**src/logic/fwd_macros.svh**
```systemverilog
`ifndef FWD_MACROS_SVH
`define FWD_MACROS_SVH

// datapath and register file sizes
`define FWD_XLEN 32
`define FWD_RF_AW 5

// a operand select in decode
`define A_SEL_RS1 2'd0
`define A_SEL_PC 2'd1
`define A_SEL_FWD 2'd2

// b operand select in decode
`define B_SEL_RS2 2'd0
`define B_SEL_IMM 2'd1
`define B_SEL_FWD 2'd2

// bit positions inside fwd_be_t
`define FWD_SRC_WBK 0
`define FWD_SRC_RDP 1

`endif
```
**src/logic/fwd_pkg.sv**
```systemverilog
`default_nettype none

`include "fwd_macros.svh"

package fwd_pkg;

    // ------------------------------------------------------------------
    // data and register numbers
    // ------------------------------------------------------------------

    // one result or operand word
    typedef logic [`FWD_XLEN-1:0] data_t;

    // register number where x0 reads as zero and is never forwarded
    typedef logic [`FWD_RF_AW-1:0] rf_addr_t;

    // write enables per stage
    // bit 0 is the rd write and bit 1 the paired rd + 1 write
    typedef logic [1:0] rf_we_t;

    // ------------------------------------------------------------------
    // forwarding selects
    // ------------------------------------------------------------------

    // source of a forwarded value
    // FWD_SRC_WBK set means writeback and clear means memory
    // FWD_SRC_RDP set means the paired register result
    typedef logic [1:0] fwd_be_t;

    // decode operand selects in the A_SEL and B_SEL encodings
    typedef logic [1:0] a_sel_t;
    typedef logic [1:0] b_sel_t;

endpackage

`default_nettype wire

```
**src/logic/fwd_top.sv**
```systemverilog
`timescale 1ns/1ps
`default_nettype none

module fwd_top (
    input  logic clk,
    input  logic rst_n,
    // decode
    input  fwd_pkg::rf_addr_t rs1_dec,
    input  fwd_pkg::rf_addr_t rs2_dec,
    input  fwd_pkg::rf_addr_t rs3_dec,
    input  fwd_pkg::a_sel_t a_sel_dec,
    input  fwd_pkg::b_sel_t b_sel_dec,
    // execute
    input  fwd_pkg::rf_addr_t rs1_exe,
    input  fwd_pkg::rf_addr_t rs2_exe,
    input  fwd_pkg::rf_addr_t rs3_exe,
    input  fwd_pkg::rf_addr_t rd_exe,
    input  fwd_pkg::rf_we_t rf_we_exe,
    input  logic load_exe,
    input  logic mult_exe,
    input  fwd_pkg::data_t exe_rd_data,
    input  fwd_pkg::data_t exe_rdp_data,
    input  fwd_pkg::data_t rs1_data_exe,
    input  fwd_pkg::data_t rs2_data_exe,
    input  fwd_pkg::data_t rs3_data_exe,
    // memory and data cache
    input  fwd_pkg::data_t load_rd_data,
    input  fwd_pkg::data_t load_rdp_data,
    input  logic dc_stalled,
    // results
    output fwd_pkg::fwd_be_t fwd_src_sel_rs1_dec,
    output fwd_pkg::fwd_be_t fwd_src_sel_rs2_dec,
    output fwd_pkg::fwd_be_t fwd_src_sel_rs3_dec,
    output fwd_pkg::a_sel_t a_sel_dec_fwd,
    output fwd_pkg::b_sel_t b_sel_dec_fwd,
    output logic c_sel_dec_fwd,
    output fwd_pkg::data_t op_a_exe,
    output fwd_pkg::data_t op_b_exe,
    output fwd_pkg::data_t op_c_exe,
    output fwd_pkg::data_t store_data_mem,
    output logic hazard_to_exe
);

    // ------------------------------------------------------------------
    // memory and writeback stage state
    // ------------------------------------------------------------------

    wire fwd_pkg::rf_addr_t rd_mem;
    wire fwd_pkg::rf_we_t rf_we_mem;
    wire fwd_pkg::rf_addr_t rs3_mem;
    wire logic load_inst_mem;
    wire logic mult_inst_mem;
    wire fwd_pkg::data_t mem_rd_data;
    wire fwd_pkg::data_t mem_rdp_data;
    wire fwd_pkg::data_t rs3_data_mem;
    wire fwd_pkg::rf_addr_t rd_wbk;
    wire fwd_pkg::rf_we_t rf_we_wbk;
    wire logic load_inst_wbk;
    wire fwd_pkg::data_t wbk_rd_data;
    wire fwd_pkg::data_t wbk_rdp_data;

    // selects for the execute and store data muxes
    wire fwd_pkg::fwd_be_t fwd_src_sel_rs1_exe;
    wire fwd_pkg::fwd_be_t fwd_src_sel_rs2_exe;
    wire fwd_pkg::fwd_be_t fwd_src_sel_rs3_exe;
    wire fwd_pkg::fwd_be_t fwd_src_sel_rs3_mem;
    wire logic a_sel_fwd_exe;
    wire logic b_sel_fwd_exe;
    wire logic c_sel_fwd_exe;
    wire logic c_sel_fwd_mem;

    // ------------------------------------------------------------------
    // pipe, forwarding unit and operand mux
    // ------------------------------------------------------------------

    dest_pipe u_dest_pipe (.*);

    operand_forwarding u_operand_forwarding (.*);

    exe_operand_mux u_exe_operand_mux (.*);

endmodule

`default_nettype wire

```
**src/logic/exe_operand_mux.sv**
```systemverilog
`timescale 1ns/1ps
`default_nettype none

`include "fwd_macros.svh"

module exe_operand_mux (
    input  fwd_pkg::fwd_be_t fwd_src_sel_rs1_exe,
    input  fwd_pkg::fwd_be_t fwd_src_sel_rs2_exe,
    input  fwd_pkg::fwd_be_t fwd_src_sel_rs3_exe,
    input  fwd_pkg::fwd_be_t fwd_src_sel_rs3_mem,
    input  logic a_sel_fwd_exe,
    input  logic b_sel_fwd_exe,
    input  logic c_sel_fwd_exe,
    input  logic c_sel_fwd_mem,
    input  fwd_pkg::data_t rs1_data_exe,
    input  fwd_pkg::data_t rs2_data_exe,
    input  fwd_pkg::data_t rs3_data_exe,
    input  fwd_pkg::data_t rs3_data_mem,
    input  fwd_pkg::data_t mem_rd_data,
    input  fwd_pkg::data_t mem_rdp_data,
    input  fwd_pkg::data_t wbk_rd_data,
    input  fwd_pkg::data_t wbk_rdp_data,
    output fwd_pkg::data_t op_a_exe,
    output fwd_pkg::data_t op_b_exe,
    output fwd_pkg::data_t op_c_exe,
    output fwd_pkg::data_t store_data_mem
);

    // one of the four in-flight results
    function automatic fwd_pkg::data_t pick(
        input fwd_pkg::fwd_be_t sel,
        input fwd_pkg::data_t m_rd,
        input fwd_pkg::data_t m_rdp,
        input fwd_pkg::data_t w_rd,
        input fwd_pkg::data_t w_rdp
    );
        case ({sel[`FWD_SRC_WBK], sel[`FWD_SRC_RDP]})
            2'b00:   pick = m_rd;
            2'b01:   pick = m_rdp;
            2'b10:   pick = w_rd;
            default: pick = w_rdp;
        endcase
    endfunction

    // execute operands
    assign op_a_exe = a_sel_fwd_exe ?
        pick(fwd_src_sel_rs1_exe, mem_rd_data, mem_rdp_data, wbk_rd_data, wbk_rdp_data) :
        rs1_data_exe;
    assign op_b_exe = b_sel_fwd_exe ?
        pick(fwd_src_sel_rs2_exe, mem_rd_data, mem_rdp_data, wbk_rd_data, wbk_rdp_data) :
        rs2_data_exe;
    assign op_c_exe = c_sel_fwd_exe ?
        pick(fwd_src_sel_rs3_exe, mem_rd_data, mem_rdp_data, wbk_rd_data, wbk_rdp_data) :
        rs3_data_exe;

    // store data select always points at writeback here
    assign store_data_mem = c_sel_fwd_mem ?
        pick(fwd_src_sel_rs3_mem, mem_rd_data, mem_rdp_data, wbk_rd_data, wbk_rdp_data) :
        rs3_data_mem;

endmodule

`default_nettype wire

```
**src/logic/dest_pipe.sv**
```systemverilog
`timescale 1ns/1ps
`default_nettype none

module dest_pipe (
    input  logic clk,
    input  logic rst_n,
    input  logic dc_stalled,
    input  logic hazard_to_exe,
    input  fwd_pkg::rf_addr_t rd_exe,
    input  fwd_pkg::rf_we_t rf_we_exe,
    input  fwd_pkg::rf_addr_t rs3_exe,
    input  logic load_exe,
    input  logic mult_exe,
    input  fwd_pkg::data_t exe_rd_data,
    input  fwd_pkg::data_t exe_rdp_data,
    input  fwd_pkg::data_t rs3_data_exe,
    input  fwd_pkg::data_t load_rd_data,
    input  fwd_pkg::data_t load_rdp_data,
    output fwd_pkg::rf_addr_t rd_mem,
    output fwd_pkg::rf_we_t rf_we_mem,
    output fwd_pkg::rf_addr_t rs3_mem,
    output logic load_inst_mem,
    output logic mult_inst_mem,
    output fwd_pkg::data_t mem_rd_data,
    output fwd_pkg::data_t mem_rdp_data,
    output fwd_pkg::data_t rs3_data_mem,
    output fwd_pkg::rf_addr_t rd_wbk,
    output fwd_pkg::rf_we_t rf_we_wbk,
    output logic load_inst_wbk,
    output fwd_pkg::data_t wbk_rd_data,
    output fwd_pkg::data_t wbk_rdp_data
);

    // ------------------------------------------------------------------
    // execute to memory
    // ------------------------------------------------------------------

    always_ff @(posedge clk) begin
        if (!rst_n) begin
            rd_mem        <= '0;
            rf_we_mem     <= '0;
            rs3_mem       <= '0;
            load_inst_mem <= 1'b0;
            mult_inst_mem <= 1'b0;
            mem_rd_data   <= '0;
            mem_rdp_data  <= '0;
            rs3_data_mem  <= '0;
        end else if (!dc_stalled) begin
            if (hazard_to_exe) begin
                // bubble while execute stays put
                rf_we_mem     <= '0;
                load_inst_mem <= 1'b0;
                mult_inst_mem <= 1'b0;
            end else begin
                rd_mem        <= rd_exe;
                rf_we_mem     <= rf_we_exe;
                rs3_mem       <= rs3_exe;
                load_inst_mem <= load_exe;
                mult_inst_mem <= mult_exe;
                mem_rd_data   <= exe_rd_data;
                mem_rdp_data  <= exe_rdp_data;
                rs3_data_mem  <= rs3_data_exe;
            end
        end
    end

    // ------------------------------------------------------------------
    // memory to writeback even while execute is held
    // ------------------------------------------------------------------

    always_ff @(posedge clk) begin
        if (!rst_n) begin
            rd_wbk        <= '0;
            rf_we_wbk     <= '0;
            load_inst_wbk <= 1'b0;
            wbk_rd_data   <= '0;
            wbk_rdp_data  <= '0;
        end else if (!dc_stalled) begin
            rd_wbk        <= rd_mem;
            rf_we_wbk     <= rf_we_mem;
            load_inst_wbk <= load_inst_mem;
            // loads retire with the cache data
            wbk_rd_data   <= load_inst_mem ? load_rd_data : mem_rd_data;
            wbk_rdp_data  <= load_inst_mem ? load_rdp_data : mem_rdp_data;
        end
    end

endmodule

`default_nettype wire

```
**src/logic/operand_forwarding.sv**
```systemverilog
`timescale 1ns/1ps
`default_nettype none

`include "fwd_macros.svh"

module operand_forwarding (
    input  logic load_inst_mem,
    input  logic load_inst_wbk,
    input  logic dc_stalled,
    input  logic mult_inst_mem,
    input  fwd_pkg::rf_addr_t rs1_dec,
    input  fwd_pkg::rf_addr_t rs2_dec,
    input  fwd_pkg::rf_addr_t rs3_dec,
    input  fwd_pkg::rf_addr_t rs1_exe,
    input  fwd_pkg::rf_addr_t rs2_exe,
    input  fwd_pkg::rf_addr_t rs3_exe,
    input  fwd_pkg::rf_addr_t rs3_mem,
    input  fwd_pkg::rf_addr_t rd_mem,
    input  fwd_pkg::rf_addr_t rd_wbk,
    input  fwd_pkg::rf_we_t rf_we_mem,
    input  fwd_pkg::rf_we_t rf_we_wbk,
    input  fwd_pkg::a_sel_t a_sel_dec,
    input  fwd_pkg::b_sel_t b_sel_dec,
    output fwd_pkg::fwd_be_t fwd_src_sel_rs1_dec,
    output fwd_pkg::fwd_be_t fwd_src_sel_rs2_dec,
    output fwd_pkg::fwd_be_t fwd_src_sel_rs3_dec,
    output fwd_pkg::a_sel_t a_sel_dec_fwd,
    output fwd_pkg::b_sel_t b_sel_dec_fwd,
    output logic c_sel_dec_fwd,
    output fwd_pkg::fwd_be_t fwd_src_sel_rs1_exe,
    output fwd_pkg::fwd_be_t fwd_src_sel_rs2_exe,
    output fwd_pkg::fwd_be_t fwd_src_sel_rs3_exe,
    output logic a_sel_fwd_exe,
    output logic b_sel_fwd_exe,
    output logic c_sel_fwd_exe,
    output fwd_pkg::fwd_be_t fwd_src_sel_rs3_mem,
    output logic c_sel_fwd_mem,
    output logic hazard_to_exe
);

    // ------------------------------------------------------------------
    // helpers
    // ------------------------------------------------------------------

    // nonzero source written by the given destination
    function automatic logic hit(
        input fwd_pkg::rf_addr_t rs,
        input fwd_pkg::rf_addr_t rd,
        input logic we
    );
        hit = (rs != '0) && (rs == rd) && we;
    endfunction

    // memory wins for execute sources since it is the younger write
    function automatic fwd_pkg::fwd_be_t exe_sel(
        input logic in_mem,
        input logic mem_rdp,
        input logic wbk_rdp
    );
        fwd_pkg::fwd_be_t sel;
        sel[`FWD_SRC_WBK] = !in_mem;
        sel[`FWD_SRC_RDP] = in_mem ? mem_rdp : wbk_rdp;
        return sel;
    endfunction

    // decode and rs3_mem only ever see writeback
    function automatic fwd_pkg::fwd_be_t wbk_sel(input logic wbk_rdp);
        fwd_pkg::fwd_be_t sel;
        sel[`FWD_SRC_WBK] = 1'b1;
        sel[`FWD_SRC_RDP] = wbk_rdp;
        return sel;
    endfunction

    // paired destinations wrap at 32
    fwd_pkg::rf_addr_t rdp_mem;
    fwd_pkg::rf_addr_t rdp_wbk;

    assign rdp_mem = fwd_pkg::rf_addr_t'(rd_mem + 1'b1);
    assign rdp_wbk = fwd_pkg::rf_addr_t'(rd_wbk + 1'b1);

    // ------------------------------------------------------------------
    // dependency tracking
    // ------------------------------------------------------------------

    // execute sources against memory
    logic rs1_exe_mem_rd, rs1_exe_mem_rdp;
    logic rs2_exe_mem_rd, rs2_exe_mem_rdp;
    logic rs3_exe_mem_rd, rs3_exe_mem_rdp;

    assign rs1_exe_mem_rd  = hit(rs1_exe, rd_mem, rf_we_mem[0]);
    assign rs1_exe_mem_rdp = hit(rs1_exe, rdp_mem, rf_we_mem[1]);
    assign rs2_exe_mem_rd  = hit(rs2_exe, rd_mem, rf_we_mem[0]);
    assign rs2_exe_mem_rdp = hit(rs2_exe, rdp_mem, rf_we_mem[1]);
    assign rs3_exe_mem_rd  = hit(rs3_exe, rd_mem, rf_we_mem[0]);
    assign rs3_exe_mem_rdp = hit(rs3_exe, rdp_mem, rf_we_mem[1]);

    // execute sources against writeback
    logic rs1_exe_wbk_rd, rs1_exe_wbk_rdp;
    logic rs2_exe_wbk_rd, rs2_exe_wbk_rdp;
    logic rs3_exe_wbk_rd, rs3_exe_wbk_rdp;

    assign rs1_exe_wbk_rd  = hit(rs1_exe, rd_wbk, rf_we_wbk[0]);
    assign rs1_exe_wbk_rdp = hit(rs1_exe, rdp_wbk, rf_we_wbk[1]);
    assign rs2_exe_wbk_rd  = hit(rs2_exe, rd_wbk, rf_we_wbk[0]);
    assign rs2_exe_wbk_rdp = hit(rs2_exe, rdp_wbk, rf_we_wbk[1]);
    assign rs3_exe_wbk_rd  = hit(rs3_exe, rd_wbk, rf_we_wbk[0]);
    assign rs3_exe_wbk_rdp = hit(rs3_exe, rdp_wbk, rf_we_wbk[1]);

    // decode sources and store data against writeback only
    logic rs1_dec_wbk_rd, rs1_dec_wbk_rdp;
    logic rs2_dec_wbk_rd, rs2_dec_wbk_rdp;
    logic rs3_dec_wbk_rd, rs3_dec_wbk_rdp;
    logic rs3_mem_wbk_rd, rs3_mem_wbk_rdp;

    assign rs1_dec_wbk_rd  = hit(rs1_dec, rd_wbk, rf_we_wbk[0]);
    assign rs1_dec_wbk_rdp = hit(rs1_dec, rdp_wbk, rf_we_wbk[1]);
    assign rs2_dec_wbk_rd  = hit(rs2_dec, rd_wbk, rf_we_wbk[0]);
    assign rs2_dec_wbk_rdp = hit(rs2_dec, rdp_wbk, rf_we_wbk[1]);
    assign rs3_dec_wbk_rd  = hit(rs3_dec, rd_wbk, rf_we_wbk[0]);
    assign rs3_dec_wbk_rdp = hit(rs3_dec, rdp_wbk, rf_we_wbk[1]);
    assign rs3_mem_wbk_rd  = hit(rs3_mem, rd_wbk, rf_we_wbk[0]);
    assign rs3_mem_wbk_rdp = hit(rs3_mem, rdp_wbk, rf_we_wbk[1]);

    // found anywhere in the stage
    logic rs1_exe_in_mem, rs2_exe_in_mem, rs3_exe_in_mem;
    logic rs1_exe_in_wbk, rs2_exe_in_wbk, rs3_exe_in_wbk;
    logic rs1_dec_in_wbk, rs2_dec_in_wbk, rs3_dec_in_wbk;
    logic rs3_mem_in_wbk;

    assign rs1_exe_in_mem = rs1_exe_mem_rd || rs1_exe_mem_rdp;
    assign rs2_exe_in_mem = rs2_exe_mem_rd || rs2_exe_mem_rdp;
    assign rs3_exe_in_mem = rs3_exe_mem_rd || rs3_exe_mem_rdp;
    assign rs1_exe_in_wbk = rs1_exe_wbk_rd || rs1_exe_wbk_rdp;
    assign rs2_exe_in_wbk = rs2_exe_wbk_rd || rs2_exe_wbk_rdp;
    assign rs3_exe_in_wbk = rs3_exe_wbk_rd || rs3_exe_wbk_rdp;
    assign rs1_dec_in_wbk = rs1_dec_wbk_rd || rs1_dec_wbk_rdp;
    assign rs2_dec_in_wbk = rs2_dec_wbk_rd || rs2_dec_wbk_rdp;
    assign rs3_dec_in_wbk = rs3_dec_wbk_rd || rs3_dec_wbk_rdp;
    assign rs3_mem_in_wbk = rs3_mem_wbk_rd || rs3_mem_wbk_rdp;

    // ------------------------------------------------------------------
    // source selects and forward flags
    // ------------------------------------------------------------------

    assign fwd_src_sel_rs1_exe = exe_sel(rs1_exe_in_mem, rs1_exe_mem_rdp, rs1_exe_wbk_rdp);
    assign fwd_src_sel_rs2_exe = exe_sel(rs2_exe_in_mem, rs2_exe_mem_rdp, rs2_exe_wbk_rdp);
    assign fwd_src_sel_rs3_exe = exe_sel(rs3_exe_in_mem, rs3_exe_mem_rdp, rs3_exe_wbk_rdp);

    assign fwd_src_sel_rs1_dec = wbk_sel(rs1_dec_wbk_rdp);
    assign fwd_src_sel_rs2_dec = wbk_sel(rs2_dec_wbk_rdp);
    assign fwd_src_sel_rs3_dec = wbk_sel(rs3_dec_wbk_rdp);
    assign fwd_src_sel_rs3_mem = wbk_sel(rs3_mem_wbk_rdp);

    assign a_sel_fwd_exe = rs1_exe_in_mem || rs1_exe_in_wbk;
    assign b_sel_fwd_exe = rs2_exe_in_mem || rs2_exe_in_wbk;
    assign c_sel_fwd_exe = rs3_exe_in_mem || rs3_exe_in_wbk;
    assign c_sel_fwd_mem = rs3_mem_in_wbk;

    // pc and immediate selects are left alone
    assign a_sel_dec_fwd = (rs1_dec_in_wbk && (a_sel_dec == `A_SEL_RS1)) ?
        `A_SEL_FWD : a_sel_dec;
    assign b_sel_dec_fwd = (rs2_dec_in_wbk && (b_sel_dec == `B_SEL_RS2)) ?
        `B_SEL_FWD : b_sel_dec;
    assign c_sel_dec_fwd = rs3_dec_in_wbk;

    // ------------------------------------------------------------------
    // hazard on results not ready yet
    // ------------------------------------------------------------------

    logic late_in_mem;
    logic late_in_wbk;

    // load or multiply data shows up only at the end of memory
    assign late_in_mem = load_inst_mem || mult_inst_mem;
    assign late_in_wbk = load_inst_wbk && dc_stalled;

    assign hazard_to_exe =
        (late_in_mem && (rs1_exe_in_mem || rs2_exe_in_mem)) ||
        (late_in_wbk && (rs1_exe_in_wbk || rs2_exe_in_wbk));

endmodule

`default_nettype wire

```
**config.mk**
```make
export PLATFORM = sky130hd
export DESIGN_NAME = fwd_top
export DESIGN_NICKNAME = d
export VERILOG_FILES = /design/src/logic/fwd_pkg.sv /design/src/logic/fwd_top.sv /design/src/logic/exe_operand_mux.sv /design/src/logic/dest_pipe.sv /design/src/logic/operand_forwarding.sv
export VERILOG_INCLUDE_DIRS = /design/src /design/src/logic
export SDC_FILE = /design/constraint.sdc
export NUM_CORES = 1
export LEC_CHECK = 0
export BUFFER_PORTS_ARGS = -buffer_cell sky130_fd_sc_hd__buf_2
export CAP_MARGIN = 5
export CELL_PAD_IN_SITES_DETAIL_PLACEMENT = 0
export CELL_PAD_IN_SITES_GLOBAL_PLACEMENT = 1
export CORE_UTILIZATION = 38
export CTS_BUF_LIST = sky130_fd_sc_hd__clkbuf_16
export CTS_CLUSTER_DIAMETER = 40
export DETAILED_ROUTE_END_ITERATION = 8
export PLACE_DENSITY = 0.93
export SLEW_MARGIN = 25
export SYNTH_ARGS = -nofsm -noshare
export SYNTH_HDL_FRONTEND = slang
export SYNTH_SLANG_ARGS = --single-unit
```
**constraint.sdc**
```tcl
create_clock -name clk -period 4.85 [get_ports clk]
set_input_delay 0.97 -clock clk [delete_from_list [all_inputs] [get_ports clk]]
set_output_delay 0.97 -clock clk [all_outputs]
set_load 0.005 [all_outputs]
```
; ---- Word-level counts from Yosys, hierarchy flattened
; Index checks and enable logic that the tools add are counted.
; W data, S select, Z words.
[op_classes]
n_addsub = 2
n_eq_ne = 26
muxes = 18
bitwise = 3
reduce_logical = 79
[ops]
columns = operator, count
row1 = $pmux W32 S3, 3
row2 = $mux W32, 6
row3 = $eq A5 B5 Y1, 20
row4 = $pmux W32 S2, 1
row5 = $logic_and A1 B1 Y1, 45
row6 = $reduce_bool A5 Y1, 7
row7 = $logic_or A1 B1 Y1, 17
row8 = $logic_not A2 Y1, 6
row9 = $add A5 B1 Y5 const B, 2
row10 = $eq A2 B1 Y1 const B, 3
row11 = $eq A2 B2 Y1 const B, 3
row12 = $mux W2, 3
row13 = $mux W1, 5
row14 = $logic_not A1 Y1, 3
row15 = $not A1 Y1, 3
row16 = $reduce_and A2 Y1, 1
[totals]
register_bits = 182
output_inout_bits = 140
wordCells = 141

; ---- Longest topological paths before layout
; Gate-level depths: netlist of run 1.
[depth]
word_depth = 10
depth_mapped = 11
depth_no_buf = 7

; ---- Hierarchy
; Synthesis of run 1 repeated with hierarchy kept, for this count alone.
[unflattened]
hier_cells = 1627
hier_area_um2 = 14627.8
[modules_own_cells]
columns = module, n_inst, cells_each, area_per_inst_um2, seq_area_each_um2
row1 = dest_pipe, 1, 812, 7807.5, 3643.5
row2 = exe_operand_mux, 1, 584, 5079.9, 0.0
row3 = operand_forwarding, 1, 231, 1740.4, 0.0

; ---- Worst setup path after synthesis of run 1
; Ideal clock, no wire load.
[synth_path]
kind = input-to-output
startpoint = input port rs2_exe[3]
endpoint = output port op_b_exe[10]
arrival_ps = 3060
path_slack_ps = 820
path_stages = 9
path_buffers = 3
path_cell_list = clkbuf_1 xor2_1 mux2_2 or4_1 o21a_1 and3_1 clkbuf_1 clkbuf_1 o31ai_1
[synth_between]
elab_chain_len = 8
elab_cells_between_ends = 23
[synth_lines]
columns = item, line_no
row1 = from (decl), fwd_top.sv:15  ; input fwd_pkg::rf_addr_t rs2_exe,
row2 = $eq A5 B5 Y1 or $reduce_bool A5 Y1 (tied branches), operand_forwarding.sv:51  ; hit = (rs != '0) && (rs == rd) && we;
row3 = $logic_and A1 B1 Y1 (2 in a row), operand_forwarding.sv:51
row4 = $logic_or A1 B1 Y1, operand_forwarding.sv:131  ; assign rs2_exe_in_mem = rs2_exe_mem_rd || rs2_exe_mem_rdp;
row5 = $mux W1 or $logic_not A1 Y1 (tied branches), "operand_forwarding.sv:62, operand_forwarding.sv:61"
row6 = $eq A2 B2 Y1 (tied with other cells), exe_operand_mux.sv:37  ; case ({sel[`FWD_SRC_WBK], sel[`FWD_SRC_RDP]})
row7 = $pmux W32 S3, exe_operand_mux.sv:37
row8 = $mux W32 (*), exe_operand_mux.sv:49  ; assign op_b_exe = b_sel_fwd_exe ?
row9 = to (decl), fwd_top.sv:38  ; output fwd_pkg::data_t op_b_exe,
; Every way passes the cells marked *; elsewhere a longest branch is shown, timed or not.

; ---- Final worst setup path of run 1
[layout_path]
startpoint = register u_dest_pipe.rd_mem[2]
endpoint = output port op_b_exe[5]
[layout_between]
elab_chain_len = 9
elab_cells_between_ends = 16
[layout_lines]
columns = item, line_no
row1 = from (decl), dest_pipe.sv:19  ; output fwd_pkg::rf_addr_t rd_mem,
row2 = from (signal assigned), dest_pipe.sv:55  ; rd_mem <= rd_exe;
row3 = $add A5 B1 Y5, operand_forwarding.sv:78  ; assign rdp_mem = fwd_pkg::rf_addr_t'(rd_mem + 1'b1);
row4 = $eq A5 B5 Y1, operand_forwarding.sv:51
row5 = $logic_and A1 B1 Y1 (2 in a row), operand_forwarding.sv:51
row6 = $logic_or A1 B1 Y1, operand_forwarding.sv:131
row7 = $mux W1 or $logic_not A1 Y1 (tied branches), "operand_forwarding.sv:62, operand_forwarding.sv:61"
row8 = $eq A2 B2 Y1 (tied with other cells), exe_operand_mux.sv:37
row9 = $pmux W32 S3, exe_operand_mux.sv:37
row10 = $mux W32 (*), exe_operand_mux.sv:49
; Marked as above.

==> metrics, run 1 <==
final net count around 2500; CTS sink count ~180; register clock-pin slew on the reported worst setup and hold paths about 70 ps; worst reg-to-reg setup slack ~1300 ps; GRT Residual Overflow 0; mux cell area share after synthesis 0.127; via count ~17000; top-level port count 410; Adder-Cell Fraction of Synth Area 0.00174; RSZ-0062 raised after global routing no; Synth Area in Compound Gates 0.250; CTS Root Cell clkbuf_16; fin. max-slew vios 0; Final period util 0.960; vias in the first global route about 16000; Critical Path RT ~3900 ps; Worst Hold Class flip-flop to flip-flop; fraction of layout cells with a size suffix above 1 0.251; crit path DAT between 3000 and 4000 ps; largest net degree at the start of global routing ~150; total of max-cap violations 0; Detailed Place HPWL 44600 um; number of flops mapped to enable cells by yosys 0; drc violations 0; Hold Crit Endpoint u_dest_pipe.rs3_data_mem[25]; setup TNS 0 ps; worst reg2reg path startpoint u_dest_pipe.rd_mem[2]; Worst-Margin Slew approximately 970 ps; Setup CP Type flip-flop to output port; first-pass GRT wire length just under 100000 um; cts hold-fix bufs 0; hold path cells 2; Rel. slew slack 0.350; postcts setup bufs 0; Synth Area in XOR/XNOR 0.0533; CP max stage cell dfxtp_1; Tot Pwr around 0.0042 W; leakage power 7.57 nW; IO buf count approximately 400; 1st-pass router iterations 7; startpoint types flip-flop; register area share after synthesis 0.253; Mean Syn Cell Area between 7 and 8 um2; largest family of logic cells by synthesized area compound AO/OA/AOI/OAI gates; Largest stage delay, worst path a little over 700 ps; status finished, final reports clean; worst path cell trace nand3_1 -> mux2i_1 -> or4_1 -> o21a_4 -> buf_4 -> a221oi_1 -> o31ai_1 -> buf_2; pwr/cell area ~240 nW/um2; initial core utilization 0.390; Register-to-Register Path Depth 8; Mapped Area 14400 um2; worst-path fanout max 20; Routability Congestion 0.968; RR Endpoint u_dest_pipe.rs3_data_mem[3]; Distinct cells, synth 55; num rows 70; Antenna Nets Post-Route 0; initial antenna violation count 5; fmax around 0.21 GHz; FF+latch count, synth roughly 180; synth warn 0; Setup crit end kind output port; PostCTS Resize Cnt 0; ys async rst share 0; clk buf depth 2; Hold Fails Final Rpt 0; Tot GR Track Use 0.330; top_reg_cell synth dfxtp_1; area grow syn2layout 21.7%; final setup skew 12.5 ps; Final Setup Violations 0; min-delay src u_dest_pipe.rs3_data_mem[25]; worst skew pair latency about 480 ps; 1st-iter DRT viols between 1500 and 2000; CTS Buf Count 17; Synth Area in Simple Gates 0.225; Mapped Cells just under 2000; minimum clock period 4660 ps; H-tree Lvls 4; maximum VDD drop around 270 uV; WL per Instance 23.8 um; routed vias/inst around 6.0; Die Span Y between 150 and 200 um; drt total wl between 60000 and 70000 um; TritonCTS clock tree built; die area around 39000 um2; die width between 150 and 200 um; CORE AREA 37000 um2
## area by class of cell
type                       count  area (um2)
antenna                        4        10.0
clock buffer                  17         425
clock inverter                15         141
fill                        3824       19400
inverter                     103         387
multi-input combinational   1467        9660
sequential                   182        3650
tap                          504         631
timing repair buffer         469        2630
## cells by family after synthesis
logic type	after synthesis
compound gates	514
xor+xnor	83
fa+ha+maj	2
buf+inv	315
flops	182
mux	183
other cells	1
simple gates	682
## Yosys cell counts (all sizes together), types with 2 or more instances
cell type  instances  area [um2]
xnor3              3        67.6
nor4               8        56.3
o21a               3        22.5
buf               46         272
or2                2        12.5
o221a             32         360
a31oi              2        12.5
nor3              41         205
xor2              42         368
mux2i            180        1800
or4                7        52.6
xnor2             38         333
a31o               3        26.3
o2bb2ai           65         569
nand2            315        1180
nor2b             11        68.8
a21o              34         255
o211ai             2        15.0
nand3             13        70.1
mux2               3        33.8
nand3b             6        45.0
o21ai            135         676
ha                 2        25.0
or3               64         400
a22o              32         280
dfxtp            182        3640
or3b               2        17.5
o31ai             33         248
a221oi            65         569
a21oi            100         500
o21bai             3        22.5
nor2              86         323
and2              64         400
inv              103         387
and4               4        35.0
nand4             45         282
clkbuf           166         624
and3               5        31.3
nand2b             8        50.1
## layer usage
| layer | part of all wire | wire length (um) | track usage |
|---|---|---|---|
| met2 | 0.47 | 30600 | 0.548 |
| met1 | 0.39 | 25600 | 0.409 |
| met4 | 0.041 | 2690 | 0.152 |
| met3 | 0.10 | 6700 | 0.0691 |
| met5 | 0.00046 | 30 | 0 |
## critical path, delay by kind of cell (launching register included)
family / cells / cell delay, ps
AO/OA/AOI/OAI: 3 / 930
AND/OR/NAND/NOR: 2 / 940
flip-flops: 1 / 720
buffers and inverters: 2 / 400
multiplexers: 1 / 200
## placed cells by master (no fill, tap or decap), types with 65 or more instances in the layout
cell type  Yosys  layout
o21ai_0      123     123
inv_1        103     103
a221oi_1      65      65
a21oi_1      100     100
nand2_1      315     315
o2bb2ai_1     65      65
mux2i_1      180     180
nor2_1        86      81
buf_2         16     404
dfxtp_1      182     181
## flip-flops by register name (all words and copies together), names as in the netlist
name / cells
u_dest_pipe.mem_rdp_data: 32
u_dest_pipe.rf_we_wbk: 2
u_dest_pipe.mem_rd_data: 32
u_dest_pipe.rf_we_mem: 2
u_dest_pipe.rd_mem: 5
u_dest_pipe.wbk_rd_data: 32
u_dest_pipe.rs3_mem: 5
u_dest_pipe.load_inst_wbk: 1
u_dest_pipe.rd_wbk: 5
u_dest_pipe.mult_inst_mem: 1
u_dest_pipe.load_inst_mem: 1
u_dest_pipe.rs3_data_mem: 32
u_dest_pipe.wbk_rdp_data: 32
## worst max-delay path by stage
stage	startpoint	endpoint	slack (ps)
3_5_place_dp	rs3_exe[2]	op_c_exe[12]	410
2_1_floorplan	rs2_exe[3]	op_b_exe[10]	820
6_report	u_dest_pipe.rd_mem[2]	op_b_exe[5]	190
3_3_place_gp	rs3_exe[2]	op_c_exe[0]	140
4_1_cts	u_dest_pipe.rd_mem[2]	op_b_exe[30]	260
5_1_grt	u_dest_pipe.rd_mem[2]	op_b_exe[13]	30
## through the flow
step	cells	setup slack (ps)	instance area (um2)	hold WS, ps	utilization
final	2761	192	17500	460	0.474
after CTS	2757	261	17500	463	0.474
after global routing	2757	33.0	17500	472	0.474
after floorplan	1964	820	14400	435	-
after global placement	2724	137	16900	442	0.458
after detailed placement	2725	411	17000	450	0.459
## where the power goes
group          internal [W]  switching (W)  leakage, nW
clock network      0.000718       0.000698        0.273
registers           0.00160       0.000146         1.50
logic              0.000448       0.000555         5.80
total               0.00276        0.00140         7.57
(Power assumes the default switching activity.)
==> run 2, diff against run 1 <==
Settings changed: PLACE_DENSITY 0.93 to default, PLACE_DENSITY_LB_ADDON from default to 0.1.
==> run 2 against run 1 <==
Effect of this change: critical path depth unchanged; combinational power about the same; count of clock-buffer cells in the layout unchanged; critical path type is now input pin to output port; largest cell class unchanged.
==> metrics, run 2 (same netlist as run 1, synthesis figures left out) <==
postcts setup bufs 0 (unchanged); CTS Root Cell clkbuf_16; Setup crit end kind output port; leakage power 7.55 nW (-0.35%); H-tree Lvls 4 (unchanged); fraction of layout cells with a size suffix above 1 0.249 (-0.00167); Final Setup Violations 0 (unchanged); CTS sink count 182 (unchanged); worst reg2reg path startpoint u_dest_pipe.rd_mem[0]; Hold Fails Final Rpt 0 (unchanged); GRT Residual Overflow 0 (unchanged); cts hold-fix bufs 0 (unchanged); initial core utilization 0.390 (unchanged); worst reg-to-reg setup slack 1300 ps (-20 ps); num rows 70 (unchanged); most frequent cells in the layout buf_2, nand2_1, mux2i_1; Final period util 0.963 (+0.00247); met3 usage 0.0561 (-0.0130); top-level port count 410 (unchanged); Worst-Margin Slew 1110 ps (+133 ps); pwr/cell area 241 nW/um2 (+1.4%); fin. max-slew vios 0 (unchanged); WL per Instance 23.5 um (-0.95%); drc violations 0 (unchanged); Detailed Place HPWL 43500 um (-2.4%); commonest non-fill, non-tap cell in the layout buf_2; setup TNS 0 ps (unchanged); largest net degree at the start of global routing 138 (-5.5%); final worst slack 180 ps (-12.0 ps); Antenna Nets Post-Route 0 (unchanged); RR Endpoint u_dest_pipe.mem_rd_data[7]; RSZ-0062 raised after global routing no; Setup CP Type input pin to output port; Critical Path End op_b_exe[7]; first-pass GRT wire length 96700 um (-0.39%); startpoint types input pin; CTS Buf Count 17 (unchanged); hold_ws 462 ps (+2.01 ps); area grow syn2layout 21.5%; Die Span Y 197 um (unchanged); Routability Congestion 0.920 (-4.9%); routed vias/inst 5.84 (-3.3%); IO buf count 406 (unchanged); final net count 2503 (-0.36%); grt met2 use 0.537 (-0.0113); worst slack, placed 235 ps (-176 ps); vias in the first global route 15900 (-1.6%); met1 Resource Use GR 0.431 (+0.0228); initial antenna violation count 3 (-2); Tot GR Track Use 0.329 (-0.00104); Crit path top cell by count buf_2; worst path cell trace buf_2 -> xor2_1 -> mux2_2 -> or4_1 -> o21a_4 -> and3_2 -> o31ai_1 -> buf_2; status finished, final reports clean; TritonCTS clock tree built; worst setup path start rs2_exe[3]; Register-to-Register Path Depth 9 (+1); CP max stage cell or4_1; worst-path fanout max 32 (+60%); Worst Hold Class flip-flop to flip-flop; maximum VDD drop 241 uV (-10%); fmax 0.214 GHz (-0.26%); die width 197 um (unchanged); worst skew pair latency 460 ps (-20 ps); CORE AREA 37000 um2 (unchanged); drt total wl 64700 um (-1.3%); total of max-cap violations 0 (unchanged); via count 16100 (-3.6%); Rel. slew slack 0.261 (-0.0890); minimum clock period 4670 ps (+12.0 ps); crit path DAT 3700 ps (about the same); 1st-iter DRT viols 1572 (-11%); final setup skew 11.6 ps (-0.893 ps); clk buf depth 2 (unchanged); Critical Path RT 3880 ps (about the same); Largest stage delay, worst path 680 ps (-40 ps); 1st-pass router iterations 6 (-1); register clock-pin slew on the reported worst setup and hold paths 80 ps (about the same); GRT Max-Usage Layer met2; die area 38700 um2 (unchanged)
## run 2: where the power goes
group | total [W] | leakage (nW) | switching [W] | internal [W]
clock | 0.00148 | 0.285 | 0.000744 | 0.000735
sequential | 0.00173 | 1.50 | 0.000137 | 0.00160
combinational | 0.00100 | 5.76 | 0.000558 | 0.000444
## run 2: area by class of cell
cell class	instances	area, um2
fill	3809	19500
inverter	103	387
tap	504	631
clock buffer	17	425
antenna	2	5.00
clock inverter	15	164
timing repair buffer	460	2580
multi-input combinational	1467	9650
sequential	182	3650
## run 2: how the worst min path moves through the flow
stage	start	slack (ps)	end	cells past startpoint
final	u_dest_pipe.rs3_data_mem[21]	460	u_dest_pipe.rs3_data_mem[21]	2
after global routing	u_dest_pipe.rs3_data_mem[25]	480	u_dest_pipe.rs3_data_mem[25]	2
after CTS	u_dest_pipe.rs3_data_mem[21]	460	u_dest_pipe.rs3_data_mem[21]	2
after detailed placement	u_dest_pipe.rs3_data_mem[21]	450	u_dest_pipe.rs3_data_mem[21]	2
after global placement	u_dest_pipe.rs3_data_mem[25]	440	u_dest_pipe.rs3_data_mem[25]	2
after floorplan	u_dest_pipe.rs3_data_mem[0]	440	u_dest_pipe.rs3_data_mem[0]	2
## run 2: repair_timing
item / in CTS / in global routing
endpoints found under the setup margin: 0 / 8
gates resized for setup: 0 / 2
hold endpoints to repair: 0 / 0
## run 2: stage by stage
step           cells  total power (W)   util  cell area [um2]
2_1_floorplan   1964          0.00232      -            14400
3_3_place_gp    2715          0.00275  0.456            16900
3_5_place_dp    2715          0.00275  0.456            16900
4_1_cts         2747          0.00422  0.472            17500
5_1_grt         2749          0.00440  0.473            17500
6_report        2750          0.00421  0.473            17500
## run 2: routing by layer
layer / up-vias / routed length [um]
met2: 779 / 29600
met5: - / 17
met1: 7662 / 28100
met3: 127 / 4750
met4: 2 / 2200
li1: 7486 / -
## run 2: critical path: cells and delay by family
family                 cells  cell delay (ps)
multiplexers               1              280
XOR/XNOR                   1              160
AO/OA/AOI/OAI              2              780
AND/OR/NAND/NOR            2             1150
buffers and inverters      2              330
